$ cat src/common/cache_pkg.sv
package cache_pkg;

    localparam int offset_width   = 2;  // four words per line
    localparam int line_words     = 4;
    localparam int i_index_width  = 2;
    localparam int d_index_width  = 2;
    localparam int l2_index_width = 3;

    typedef logic [31:0]              addr_t;
    typedef logic [31:0]              word_t;
    typedef logic [32*line_words-1:0] line_t;  // word 0 in the low bits
    typedef logic [3:0]               strb_t;

    typedef struct packed {
        addr_t addr;
        logic  req;
    } fetch_req_t;

    typedef struct packed {
        addr_t addr;
        word_t wdata;
        strb_t wstrb;
        logic  wr;
        logic  req;
    } data_req_t;

    typedef struct packed {
        addr_t addr;
        line_t data;   // written word sits in its own slot
        strb_t wstrb;
        logic  req;
    } mem_wr_t;

    typedef enum logic [1:0] {i_lookup, i_fill_addr, i_fill_data} icache_state_t;

    typedef enum logic [1:0] {d_lookup, d_fill_addr, d_fill_data, d_write_through} dcache_state_t;

    typedef enum logic [2:0] {
        l2_idle, l2_lookup, l2_mem_read_addr, l2_mem_read_data, l2_mem_write, l2_respond
    } l2_state_t;

endpackage

$ cat src/icache/icache.sv
`timescale 1ns/1ps

module icache import cache_pkg::*; (
    input  logic       clk,
    input  logic       reset,
    input  addr_t      fetch_addr,
    input  logic       fetch_valid,
    output logic       fetch_ready,
    output word_t      fetch_inst,
    output fetch_req_t l2_req,
    input  logic       l2_addr_ok,
    input  logic       l2_data_ok,
    input  line_t      l2_line
);

    logic [31:2+offset_width+i_index_width] tag_mem [1<<i_index_width];
    line_t                                  line_mem [1<<i_index_width];
    logic [(1<<i_index_width)-1:0]          valid_bits;
    icache_state_t                          state;

    logic [i_index_width-1:0] index;
    logic [offset_width-1:0]  word_sel;
    logic                     hit;

    assign index    = fetch_addr[2+offset_width +: i_index_width];
    assign word_sel = fetch_addr[2 +: offset_width];
    assign hit      = valid_bits[index]
                   && tag_mem[index] == fetch_addr[31:2+offset_width+i_index_width];

    always_ff @(posedge clk) begin
        if (reset) begin
            state       <= i_lookup;
            valid_bits  <= '0;
            fetch_ready <= 1'b0;
            l2_req.req  <= 1'b0;
        end else begin
            fetch_ready <= 1'b0;  // single-cycle pulse
            case (state)
                i_lookup: begin
                    // skip the cycle where ready is still up
                    if (fetch_valid && !fetch_ready) begin
                        if (hit) begin
                            fetch_ready <= 1'b1;
                            fetch_inst  <= line_mem[index][word_sel*32 +: 32];
                        end else begin
                            l2_req.addr <= {fetch_addr[31:2+offset_width], {(2+offset_width){1'b0}}};
                            l2_req.req  <= 1'b1;
                            state       <= i_fill_addr;
                        end
                    end
                end
                i_fill_addr: if (l2_addr_ok) state <= i_fill_data;
                i_fill_data: begin
                    if (l2_data_ok) begin
                        line_mem[index]   <= l2_line;
                        tag_mem[index]    <= fetch_addr[31:2+offset_width+i_index_width];
                        valid_bits[index] <= 1'b1;
                        l2_req.req        <= 1'b0;
                        state             <= i_lookup;  // hits on the way back
                    end
                end
                default: state <= i_lookup;
            endcase
        end
    end

endmodule

$ cat src/dcache/dcache.sv
`timescale 1ns/1ps

module dcache import cache_pkg::*; (
    input  logic      clk,
    input  logic      reset,
    input  addr_t     data_addr,
    input  word_t     data_wdata,
    input  strb_t     data_wstrb,
    input  logic      data_wr,
    input  logic      data_valid,
    output logic      data_ready,
    output word_t     data_rdata,
    output data_req_t l2_req,
    input  logic      l2_addr_ok,
    input  logic      l2_data_ok,
    input  line_t     l2_line
);

    logic [31:2+offset_width+d_index_width] tag_mem [1<<d_index_width];
    line_t                                  line_mem [1<<d_index_width];
    logic [(1<<d_index_width)-1:0]          valid_bits;
    dcache_state_t                          state;

    logic [d_index_width-1:0] index;
    logic [offset_width-1:0]  word_sel;
    logic                     hit;

    assign index    = data_addr[2+offset_width +: d_index_width];
    assign word_sel = data_addr[2 +: offset_width];
    assign hit      = valid_bits[index]
                   && tag_mem[index] == data_addr[31:2+offset_width+d_index_width];

    always_ff @(posedge clk) begin
        if (reset) begin
            state      <= d_lookup;
            valid_bits <= '0;
            data_ready <= 1'b0;
            l2_req.req <= 1'b0;
        end else begin
            data_ready <= 1'b0;
            case (state)
                d_lookup: begin
                    if (data_valid && !data_ready) begin
                        if (data_wr) begin
                            // write-through, no allocate on miss
                            if (hit) begin
                                for (int b = 0; b < 4; b++) begin
                                    if (data_wstrb[b])
                                        line_mem[index][word_sel*32 + b*8 +: 8] <= data_wdata[b*8 +: 8];
                                end
                            end
                            l2_req.addr  <= {data_addr[31:2], 2'b00};
                            l2_req.wdata <= data_wdata;
                            l2_req.wstrb <= data_wstrb;
                            l2_req.wr    <= 1'b1;
                            l2_req.req   <= 1'b1;
                            state        <= d_write_through;
                        end else if (hit) begin
                            data_ready <= 1'b1;
                            data_rdata <= line_mem[index][word_sel*32 +: 32];
                        end else begin
                            l2_req.addr <= {data_addr[31:2+offset_width], {(2+offset_width){1'b0}}};
                            l2_req.wr   <= 1'b0;
                            l2_req.req  <= 1'b1;
                            state       <= d_fill_addr;
                        end
                    end
                end
                d_fill_addr: if (l2_addr_ok) state <= d_fill_data;
                d_fill_data: begin
                    if (l2_data_ok) begin
                        line_mem[index]   <= l2_line;
                        tag_mem[index]    <= data_addr[31:2+offset_width+d_index_width];
                        valid_bits[index] <= 1'b1;
                        l2_req.req        <= 1'b0;
                        state             <= d_lookup;
                    end
                end
                d_write_through: begin
                    if (l2_data_ok) begin  // L2 has handed the write to memory
                        l2_req.req <= 1'b0;
                        data_ready <= 1'b1;
                        state      <= d_lookup;
                    end
                end
                default: state <= d_lookup;
            endcase
        end
    end

endmodule

$ cat src/l2cache/l2cache.sv
`timescale 1ns/1ps

module l2cache import cache_pkg::*; (
    input  logic       clk,
    input  logic       reset,
    input  fetch_req_t i_req,
    output logic       i_addr_ok,
    output logic       i_data_ok,
    input  data_req_t  d_req,
    output logic       d_addr_ok,
    output logic       d_data_ok,
    output line_t      l1_line,
    output addr_t      mem_raddr,
    output logic       mem_req_r,
    input  logic       mem_addr_ok_r,
    input  line_t      mem_rdata,
    input  logic       mem_data_ok,
    output mem_wr_t    mem_wr,
    input  logic       mem_addr_ok_w
);

    logic [31:2+offset_width+l2_index_width] tag_mem [1<<l2_index_width];
    line_t                                   line_mem [1<<l2_index_width];
    logic [(1<<l2_index_width)-1:0]          valid_bits;
    l2_state_t                               state;

    data_req_t cur;      // latched request of the owner
    logic      owner_d;  // 1 when the dcache owns the L2

    logic [l2_index_width-1:0] index;
    logic [offset_width-1:0]   word_sel;
    logic                      hit;

    assign index    = cur.addr[2+offset_width +: l2_index_width];
    assign word_sel = cur.addr[2 +: offset_width];
    assign hit      = valid_bits[index]
                   && tag_mem[index] == cur.addr[31:2+offset_width+l2_index_width];

    always_ff @(posedge clk) begin
        if (reset) begin
            state      <= l2_idle;
            valid_bits <= '0;
            owner_d    <= 1'b0;
            i_addr_ok  <= 1'b0;
            i_data_ok  <= 1'b0;
            d_addr_ok  <= 1'b0;
            d_data_ok  <= 1'b0;
            mem_req_r  <= 1'b0;
            mem_wr.req <= 1'b0;
        end else begin
            i_addr_ok <= 1'b0;
            i_data_ok <= 1'b0;
            d_addr_ok <= 1'b0;
            d_data_ok <= 1'b0;
            case (state)
                l2_idle: begin
                    // wait out the dataOK cycle, the old req is still high
                    if (!i_data_ok && !d_data_ok) begin
                        if (d_req.req) begin  // dcache has priority
                            owner_d   <= 1'b1;
                            cur       <= d_req;
                            d_addr_ok <= 1'b1;
                            state     <= l2_lookup;
                        end else if (i_req.req) begin
                            owner_d   <= 1'b0;
                            cur.addr  <= i_req.addr;
                            cur.wr    <= 1'b0;
                            i_addr_ok <= 1'b1;
                            state     <= l2_lookup;
                        end
                    end
                end
                l2_lookup: begin
                    if (cur.wr) begin
                        if (hit) begin
                            for (int b = 0; b < 4; b++) begin
                                if (cur.wstrb[b])
                                    line_mem[index][word_sel*32 + b*8 +: 8] <= cur.wdata[b*8 +: 8];
                            end
                        end
                        mem_wr.addr  <= cur.addr;
                        mem_wr.data  <= line_t'(cur.wdata) << (word_sel*32);
                        mem_wr.wstrb <= cur.wstrb;
                        mem_wr.req   <= 1'b1;
                        state        <= l2_mem_write;
                    end else if (hit) begin
                        l1_line <= line_mem[index];
                        state   <= l2_respond;
                    end else begin
                        mem_raddr <= {cur.addr[31:2+offset_width], {(2+offset_width){1'b0}}};
                        mem_req_r <= 1'b1;
                        state     <= l2_mem_read_addr;
                    end
                end
                l2_mem_read_addr: begin
                    if (mem_addr_ok_r) begin
                        mem_req_r <= 1'b0;
                        state     <= l2_mem_read_data;
                    end
                end
                l2_mem_read_data: begin
                    if (mem_data_ok) begin
                        line_mem[index]   <= mem_rdata;
                        tag_mem[index]    <= cur.addr[31:2+offset_width+l2_index_width];
                        valid_bits[index] <= 1'b1;
                        l1_line           <= mem_rdata;
                        state             <= l2_respond;
                    end
                end
                l2_mem_write: begin
                    if (mem_addr_ok_w) begin  // write done once accepted
                        mem_wr.req <= 1'b0;
                        state      <= l2_respond;
                    end
                end
                l2_respond: begin
                    if (owner_d)
                        d_data_ok <= 1'b1;
                    else
                        i_data_ok <= 1'b1;
                    state <= l2_idle;
                end
                default: state <= l2_idle;
            endcase
        end
    end

endmodule

$ cat src/hw/l1_l2_cache.sv
`timescale 1ns/1ps

module l1_l2_cache import cache_pkg::*; (
    input  logic    clk,
    input  logic    reset,
    input  addr_t   fetch_addr,
    input  logic    fetch_valid,
    output logic    fetch_ready,
    output word_t   fetch_inst,
    input  addr_t   data_addr,
    input  word_t   data_wdata,
    input  strb_t   data_wstrb,
    input  logic    data_wr,
    input  logic    data_valid,
    output logic    data_ready,
    output word_t   data_rdata,
    output addr_t   mem_raddr,
    output logic    mem_req_r,
    input  logic    mem_addr_ok_r,
    input  line_t   mem_rdata,
    input  logic    mem_data_ok,
    output mem_wr_t mem_wr,
    input  logic    mem_addr_ok_w
);

    fetch_req_t i_req;
    data_req_t  d_req;
    logic       i_addr_ok, i_data_ok;
    logic       d_addr_ok, d_data_ok;
    line_t      l1_line;  // fill line, shared by both L1s

    icache i_icache (
        .clk, .reset, .fetch_addr, .fetch_valid, .fetch_ready, .fetch_inst,
        .l2_req(i_req), .l2_addr_ok(i_addr_ok), .l2_data_ok(i_data_ok), .l2_line(l1_line)
    );

    dcache i_dcache (
        .clk, .reset, .data_addr, .data_wdata, .data_wstrb, .data_wr, .data_valid,
        .data_ready, .data_rdata,
        .l2_req(d_req), .l2_addr_ok(d_addr_ok), .l2_data_ok(d_data_ok), .l2_line(l1_line)
    );

    l2cache i_l2cache (
        .clk, .reset,
        .i_req, .i_addr_ok, .i_data_ok,
        .d_req, .d_addr_ok, .d_data_ok,
        .l1_line,
        .mem_raddr, .mem_req_r, .mem_addr_ok_r, .mem_rdata, .mem_data_ok,
        .mem_wr, .mem_addr_ok_w
    );

endmodule

$ cat config.mk
export PLATFORM = sky130hd
export DESIGN_NAME = l1_l2_cache
export DESIGN_NICKNAME = d
export VERILOG_FILES = /design/src/common/cache_pkg.sv /design/src/icache/icache.sv /design/src/dcache/dcache.sv /design/src/l2cache/l2cache.sv /design/src/hw/l1_l2_cache.sv
export SDC_FILE = /design/constraint.sdc
export NUM_CORES = 2
export LEC_CHECK = 0
export ABC_AREA = 1
export BUFFER_PORTS_ARGS = -buffer_cell sky130_fd_sc_hd__clkbuf_2
export CORE_UTILIZATION = 45
export CTS_BUF_LIST = sky130_fd_sc_hd__clkbuf_2 sky130_fd_sc_hd__clkbuf_4 sky130_fd_sc_hd__clkbuf_8
export DETAILED_ROUTE_END_ITERATION = 10
export SKIP_CTS_REPAIR_TIMING = 1
export SYNTH_ARGS = -nofsm -noshare
export SYNTH_HDL_FRONTEND = slang
export SYNTH_SLANG_ARGS = --single-unit
$ cat constraint.sdc
create_clock -name clk -period 13.2 [get_ports clk]
set_input_delay 1.98 -clock clk [delete_from_list [all_inputs] [get_ports clk]]
set_output_delay 1.98 -clock clk [all_outputs]
set_load 0.01 [all_outputs]
## Yosys cells after proc, flatten, opt, wreduce, memory -nomap -nowiden

Memories as Yosys holds them, arrays and structs flattened. A register that Yosys moved wholly into a read port is not among the register bits.
Index checks and enable logic that the tools add are counted.

| cells by class | value |
|---|---|
| add/subtract/negate cells | 14 |
| $lt $le $gt $ge | 6 |
| equal/unequal tests | 31 |
| shift operators | 19 |
| multiplexer cells | 1156 |
| bitwise gates (word level) | 1037 |
| reductions and logical operators | 48 |

Operators by type and width:

| kind | count |
|---|---|
| $mux W128 | 11 |
| $mux W1 | 1107 |
| $or A1 B1 Y1 | 1024 |
| $shift A8 B34 Y128 const A | 8 |
| $shiftx A8 B34 Y128 | 8 |
| $pmux W128 S2 | 1 |
| $shiftx A128 B8 Y32 | 2 |
| $neg A32 Y34 | 6 |
| $mux W32 | 4 |
| $shl A32 B7 Y128 | 1 |
| $neg A7 Y34 | 2 |
| $eq A26 B26 Y1 | 2 |
| $reduce_and A4 Y1 | 12 |
| $add A7 B5 Y8 const B | 4 |
| $mux W3 | 10 |
| $eq A25 B25 Y1 | 1 |
| $mux W2 | 9 |
| $ne A2 B1 Y1 const B | 9 |
| $add A7 B4 Y8 const B | 2 |
| $pmux W3 S5 | 1 |
| $reduce_and A5 Y1 | 3 |
| $ne A2 B2 Y1 const B | 7 |
| $pmux W2 S3 | 2 |
| $reduce_bool A2 Y1 | 6 |
| other kinds (27) | 69 |

| word-level totals | value |
|---|---|
| register bits | 578 |
| memory bits (writable) | 2456 |
| bits of input ports | 236 |
| output and inout port bits | 264 |
| logic and storage cells | 2350 |
| memories | 6 |

Memories:

| name | words | width | rd ports | clocked after Yosys merged registers in | wr ports | line | text |
|---|---|---|---|---|---|---|---|
| i_l2cache.line_mem | 8 | 128 | 1 | 1 | 1 | l2cache.sv:23 | `line_t line_mem [1<<l2_index_width];` |
| i_dcache.line_mem | 4 | 128 | 1 | 0 | 1 | dcache.sv:20 | `line_t line_mem [1<<d_index_width];` |
| i_icache.line_mem | 4 | 128 | 1 | 0 | 1 | icache.sv:17 | `line_t line_mem [1<<i_index_width];` |
| i_l2cache.tag_mem | 8 | 25 | 1 | 1 | 1 | l2cache.sv:22 | `logic [31:2+offset_width+l2_index_width] tag_mem [1<<l2_index_width];` |
| i_dcache.tag_mem | 4 | 26 | 1 | 0 | 1 | dcache.sv:19 | `logic [31:2+offset_width+d_index_width] tag_mem [1<<d_index_width];` |
| i_icache.tag_mem | 4 | 26 | 1 | 0 | 1 | icache.sv:16 | `logic [31:2+offset_width+i_index_width] tag_mem [1<<i_index_width];` |

## Logic depth before layout (Yosys ltp)

| logic depth | value |
|---|---|
| depth in word-level cells | 13 |
| gate-level depth with buffers | 21 |
| mapped depth without buffers | 18 |

## By module

Synthesis repeated with hierarchy kept, for this count alone.

| unflattened totals | value |
|---|---|
| cell total of the unflattened synthesis | 9454 |
| area, all modules | 120973.5 µm² |

By module, submodules not included:

| module | instances | cells each | area each (µm²) | sequential area each (µm²) |
|---|---|---|---|---|
| l2cache | 1 | 5280 | 65562.9 | 48856.9 |
| dcache | 1 | 2431 | 29644.7 | 21630.7 |
| icache | 1 | 1743 | 25766.0 | 20459.6 |

## Least setup slack after synthesis

No wires, ideal clock.

| timing path | value |
|---|---|
| path kind | input -> register |
| start point | input reset |
| end point | memory i_l2cache.line_mem[1][16] in the netlist's numbering (enable) |
| library setup time | 0.375 ns |
| data arrival time | 11.292 ns |
| required time | 12.825 ns |
| slack | 1.532 ns |
| stages | 7 |
| path buffers | 2 |
| cells stage by stage | clkbuf_1 nor2_1 inv_1 nor2_1 nand3_1 buf_2 a21oi_1 |

| on the way | value |
|---|---|
| longest elaborated chain between the ends | 6 |
| elaborated cells on any way between the ends | 14 |
| those cells by class | mux: 10; bitwise: 4 |

RTL lines:

| item | line | text |
|---|---|---|
| from (decl) | l1_l2_cache.sv:5 | `input logic reset,` |
| $mux W1 | l2cache.sv:40 | `if (reset) begin` |
| $mux W128 (implied by the code) | l2cache.sv:78 | `line_mem[index][word_sel*32 + b*8 +: 8] <= cur.wdata[b*8 +: 8];` |
| $or A1 B1 Y1 (no source line) (3 in a row) | -- |  |
| $or A1 B1 Y1 (no source line) * | -- |  |
| to (decl) | l2cache.sv:23 |  |

Mark *: on every way between the ends. The rest lies on a longest branch, timed or not.

## Worst setup path after layout

| timing path | value |
|---|---|
| start point | input data_addr[4] |
| end point | memory i_dcache.line_mem[0][49] in the netlist's numbering (enable) |

| on the way | value |
|---|---|
| longest elaborated chain between the ends | 13 |
| elaborated cells on any way between the ends | 33 |
| those cells by class | eq/ne: 1; mux: 26; bitwise: 4; reduce/logical: 1; memory: 1 |

RTL lines:

| item | line | text |
|---|---|---|
| from (decl) | l1_l2_cache.sv:10 | `input addr_t data_addr,` |
| $mem_v2 Z4 W26 / $bmux W1 S2 (equally long branches) | -- |  |
| $eq A26 B26 Y1 / $mux W1 (equally long branches) | dcache.sv:31, dcache.sv:30 |  |
| $logic_and A1 B1 Y1 | dcache.sv:31 | `&& tag_mem[index] == data_addr[31:2+offset_width+d_index_width];` |
| $mux W1 | dcache.sv:46 | `if (hit) begin` |
| $mux W1 | dcache.sv:44 | `if (data_wr) begin` |
| $mux W1 | dcache.sv:43 | `if (data_valid && !data_ready) begin` |
| $mux W1 | dcache.sv:41 | `case (state)` |
| $mux W1 | dcache.sv:34 | `if (reset) begin` |
| $mux W128 (implied by the code) | dcache.sv:49 | `line_mem[index][word_sel*32 + b*8 +: 8] <= data_wdata[b*8 +: 8];` |
| $or A1 B1 Y1 (no source line) (4 in a row) | -- |  |
| to (decl) | dcache.sv:20 |  |

Parallel ways exist; a longest one is shown, timed or not. The select of a mux whose other input is x is not followed.

==> results.json <==
{
  "grt_max_degree": 201,
  "cap_viol_max_count": 1,
  "drt_iter0_markers": 11600,
  "cts_tree": "yes",
  "power_leakage_nw": 45.6,
  "hold_path_class": "flop to flop",
  "synth_commonest_cells": "edfxtp_1 (3000), nand2_1 (1774), nor2_1 (839)",
  "cts_made_buffers": 483,
  "slew_headroom": -0.0324,
  "avgViaCountPerCell": 5.90,
  "dieArea_um2": 270000,
  "yosysUniqueCellTypes": 45,
  "intPower_w": 0.0163,
  "slew_violations": 3,
  "ys_seq_area_frac": 0.754,
  "grt_first_pass_wirelength_um": 539000,
  "ant_nets": 0,
  "fp.dieW_um": 520,
  "violations": "max-capacitance violations, max-slew violations",
  "endpoint_kind": "flop",
  "layout-drive-gt1-share": 0.147,
  "p_seq_frac": 0.473,
  "worstMarginPinSlew_ns": 1.54,
  "synth-main-ff-cell": "edfxtp_1",
  "hold_viol": 0,
  "wl_per_cell_um": 28.0,
  "cpMostUsedCell": "nand2_1",
  "crit_fanout": 43,
  "antenna_found_initial": 75,
  "clkTransAtPathRegs_ns": 0.06,
  "pin_count": 500,
  "overflow": 0,
  "synth_top_area_cell": "edfxtp_1",
  "fin_util": 0.512,
  "ys_ff_latch": 3037,
  "async_flop_share": 0,
  "fmaxAchievable_mhz": 150,
  "syn_area_per_cell_um2": 13.0,
  "finalCritPeriodShare": 0.504,
  "combPwrFrac": 0.187,
  "clkPwrFrac": 0.340,
  "power_w": 0.0238,
  "cts_root_buffer": "clkbuf_8",
  "clock_sinks": 3037,
  "status": "finished with violations",
  "area_delta_synth_final_pct": 12.8,
  "start_kind": "input port",
  "synth_area_um2": 121000,
  "grt_setup_unrepaired": "no",
  "worstSetupPathType": "input port to flop",
  "num-nets-final": 9992,
  "clock_path_buffers": 4,
  "synth_edf_count": 3000,
  "cp.arrival_ns": 7.34,
  "power.density_nw_per_um2": 175,
  "crit_family": "simple AND/OR/NAND/NOR gates",
  "yosysTopAreaCellShare": 0.748,
  "cp_slowest_stage_delay_ns": 0.83,
  "hpwlAfterDp_um": 245000,
  "gp_congestion": 0.890,
  "grt_usage": 0.277,
  "worstPathRequired_ns": 13.89,
  "finClkSkew_ns": 0.0692,
  "ctsHtreeMaxLevel": 5,
  "core.rowCount": 189,
  "sw_frac_of_total": 0.316,
  "ir_drop_v": 0.000177,
  "fp.dieH_um": 520,
  "firstDrtPassIters": 6,
  "netSwitchingPower_w": 0.00752,
  "setup_viol": 0,
  "period_needed_ns": 6.65,
  "core_area_um2": 266000,
  "synthCells": 9253,
  "critPathSlowestCell": "clkinv_1",
  "path_cells": "clkbuf_2, buf_4, clkinv_1, buf_4, nand2_1, nand2_1, nand2_1, nand2_1, nand2_1, nand4_1, nor2_1, nand2_1, nor2_1, and2_1, nand3_1, nand2_1, inv_2, nor2_1",
  "grt_pass1_vias": 74900,
  "wirelength_um": 384000,
  "synth_most_common_cell": "edfxtp_1",
  "synth_area_leaders": "edfxtp_1 (75%), nand2_1 (5.5%), o21ai_0 (3.4%), a22oi_1 (2.7%), nor2_1 (2.6%)",
  "drc": 0,
  "yosysWarnings": 0,
  "vias": 81000,
  "worst-path-buf-inv": 5,
  "numPortBuffers": 489,
  "tns_ns": 0,
  "start_util": 0.453,
  "clk_latency_ns": 1.08
}
registers in the layout, indices dropped and copies added, names as in the netlist, 8 cells and up, named ones only:
signal / cells
i_l2cache.valid_bits: 8
i_l2cache.line_mem: 1024
i_l2cache.cur: 67
i_icache.fetch_inst: 32
i_icache.l2_req: 29
i_icache.line_mem: 512
i_l2cache.mem_raddr: 28
i_icache.tag_mem: 104
i_dcache.tag_mem: 104
i_dcache.data_rdata: 32
i_l2cache.tag_mem: 200
i_dcache.l2_req: 68
i_dcache.line_mem: 512
i_l2cache.mem_wr: 163
i_l2cache.l1_line: 128
layout make-up:
class / count / area (µm²)
tap: 3533 / 4420
timing repair buffer: 599 / 3410
fill: 22600 / 130000
sequential: 3037 / 90800
antenna: 40 / 100
clock inverter: 246 / 1760
clock buffer: 641 / 7870
multi-input combinational: 5274 / 26200
inverter: 347 / 1330
power by group through the flow:
stage,Clock (W),Sequential (W),Combinational (W)
5_1_grt,0.00855,0.0113,0.00471
3_5_place_dp,0,0.0114,0.00431
2_1_floorplan,0,0.0113,0.00252
3_3_place_gp,0,0.0114,0.00422
4_1_cts,0.00816,0.0112,0.00432
6_report,0.00809,0.0112,0.00444
per-stage QoR:
stage	area [µm²]	instances	worst slack (ns)	hold slack (ns)
after global routing	136000	13700	6.27	0.426
final	136000	13700	6.55	0.410
after CTS	136000	13700	6.69	0.411
after global placement	126000	12800	5.61	0.406
after detailed placement	126000	12800	5.52	0.405
after floorplan	121000	9258	1.53	0.400
cell usage in the layout, fill, tap and decap left out, types with 13 or more instances in the layout:
master,instances
edfxtp_1,3000
nand2_1,1773
o21ai_0,810
nor2_1,810
nand3_1,531
clkbuf_8,488
clkbuf_2,487
a22oi_1,431
inv_1,321
o221ai_1,216
clkbuf_4,153
clkinv_1,138
a21oi_1,121
nand4_1,109
nor3_1,105
buf_4,100
clkinv_2,70
a31oi_1,58
o22ai_1,51
o211ai_1,47
a21oi_2,41
diode_2,40
dfxtp_1,34
o21ai_1,27
bufinv_16,22
nor2_4,21
nand3b_1,21
ha_1,14
a32o_1,13
per-layer routing:
metal / GRT usage / vias to the layer above / wire (µm)
li1: - / 35200 / -
met1: 0.400 / 40100 / 155000
met2: 0.404 / 5030 / 169000
met3: 0.0661 / 700 / 45400
met4: 0.108 / 22 / 14300
met5: 0 / - / 139
logic make-up (layout without fill, tap and decap cells):
group / after synthesis / in the layout / synth area share
flops: 3037 / 3037 / 0.754
buf+inv: 947 / 1833 / 0.0310
fa+ha+maj: 14 / 14 / 0.00145
xor+xnor: 9 / 9 / 0.000654
simple gates: 3409 / 3409 / 0.117
other cells: 1 / 46 / 0.0000311
compound gates: 1836 / 1836 / 0.0963
path summary, 6_finish.rpt:
| kind | from | end | slack (ns) | cells past startpoint |
|---|---|---|---|---|
| max reg2reg | flop | i_l2cache.line_mem[5][52] | 7.30 | 14 |
| min | i_dcache.l2_req[34] | i_l2cache.cur[34] | 0.41 | 0 |
| min reg2reg | i_dcache.l2_req[34] | i_l2cache.cur[34] | 0.41 | 0 |
| max | data_addr[4] | i_dcache.line_mem[0][49] | 6.55 | 18 |
No activity file was read; power rests on OpenSTA's default activity.
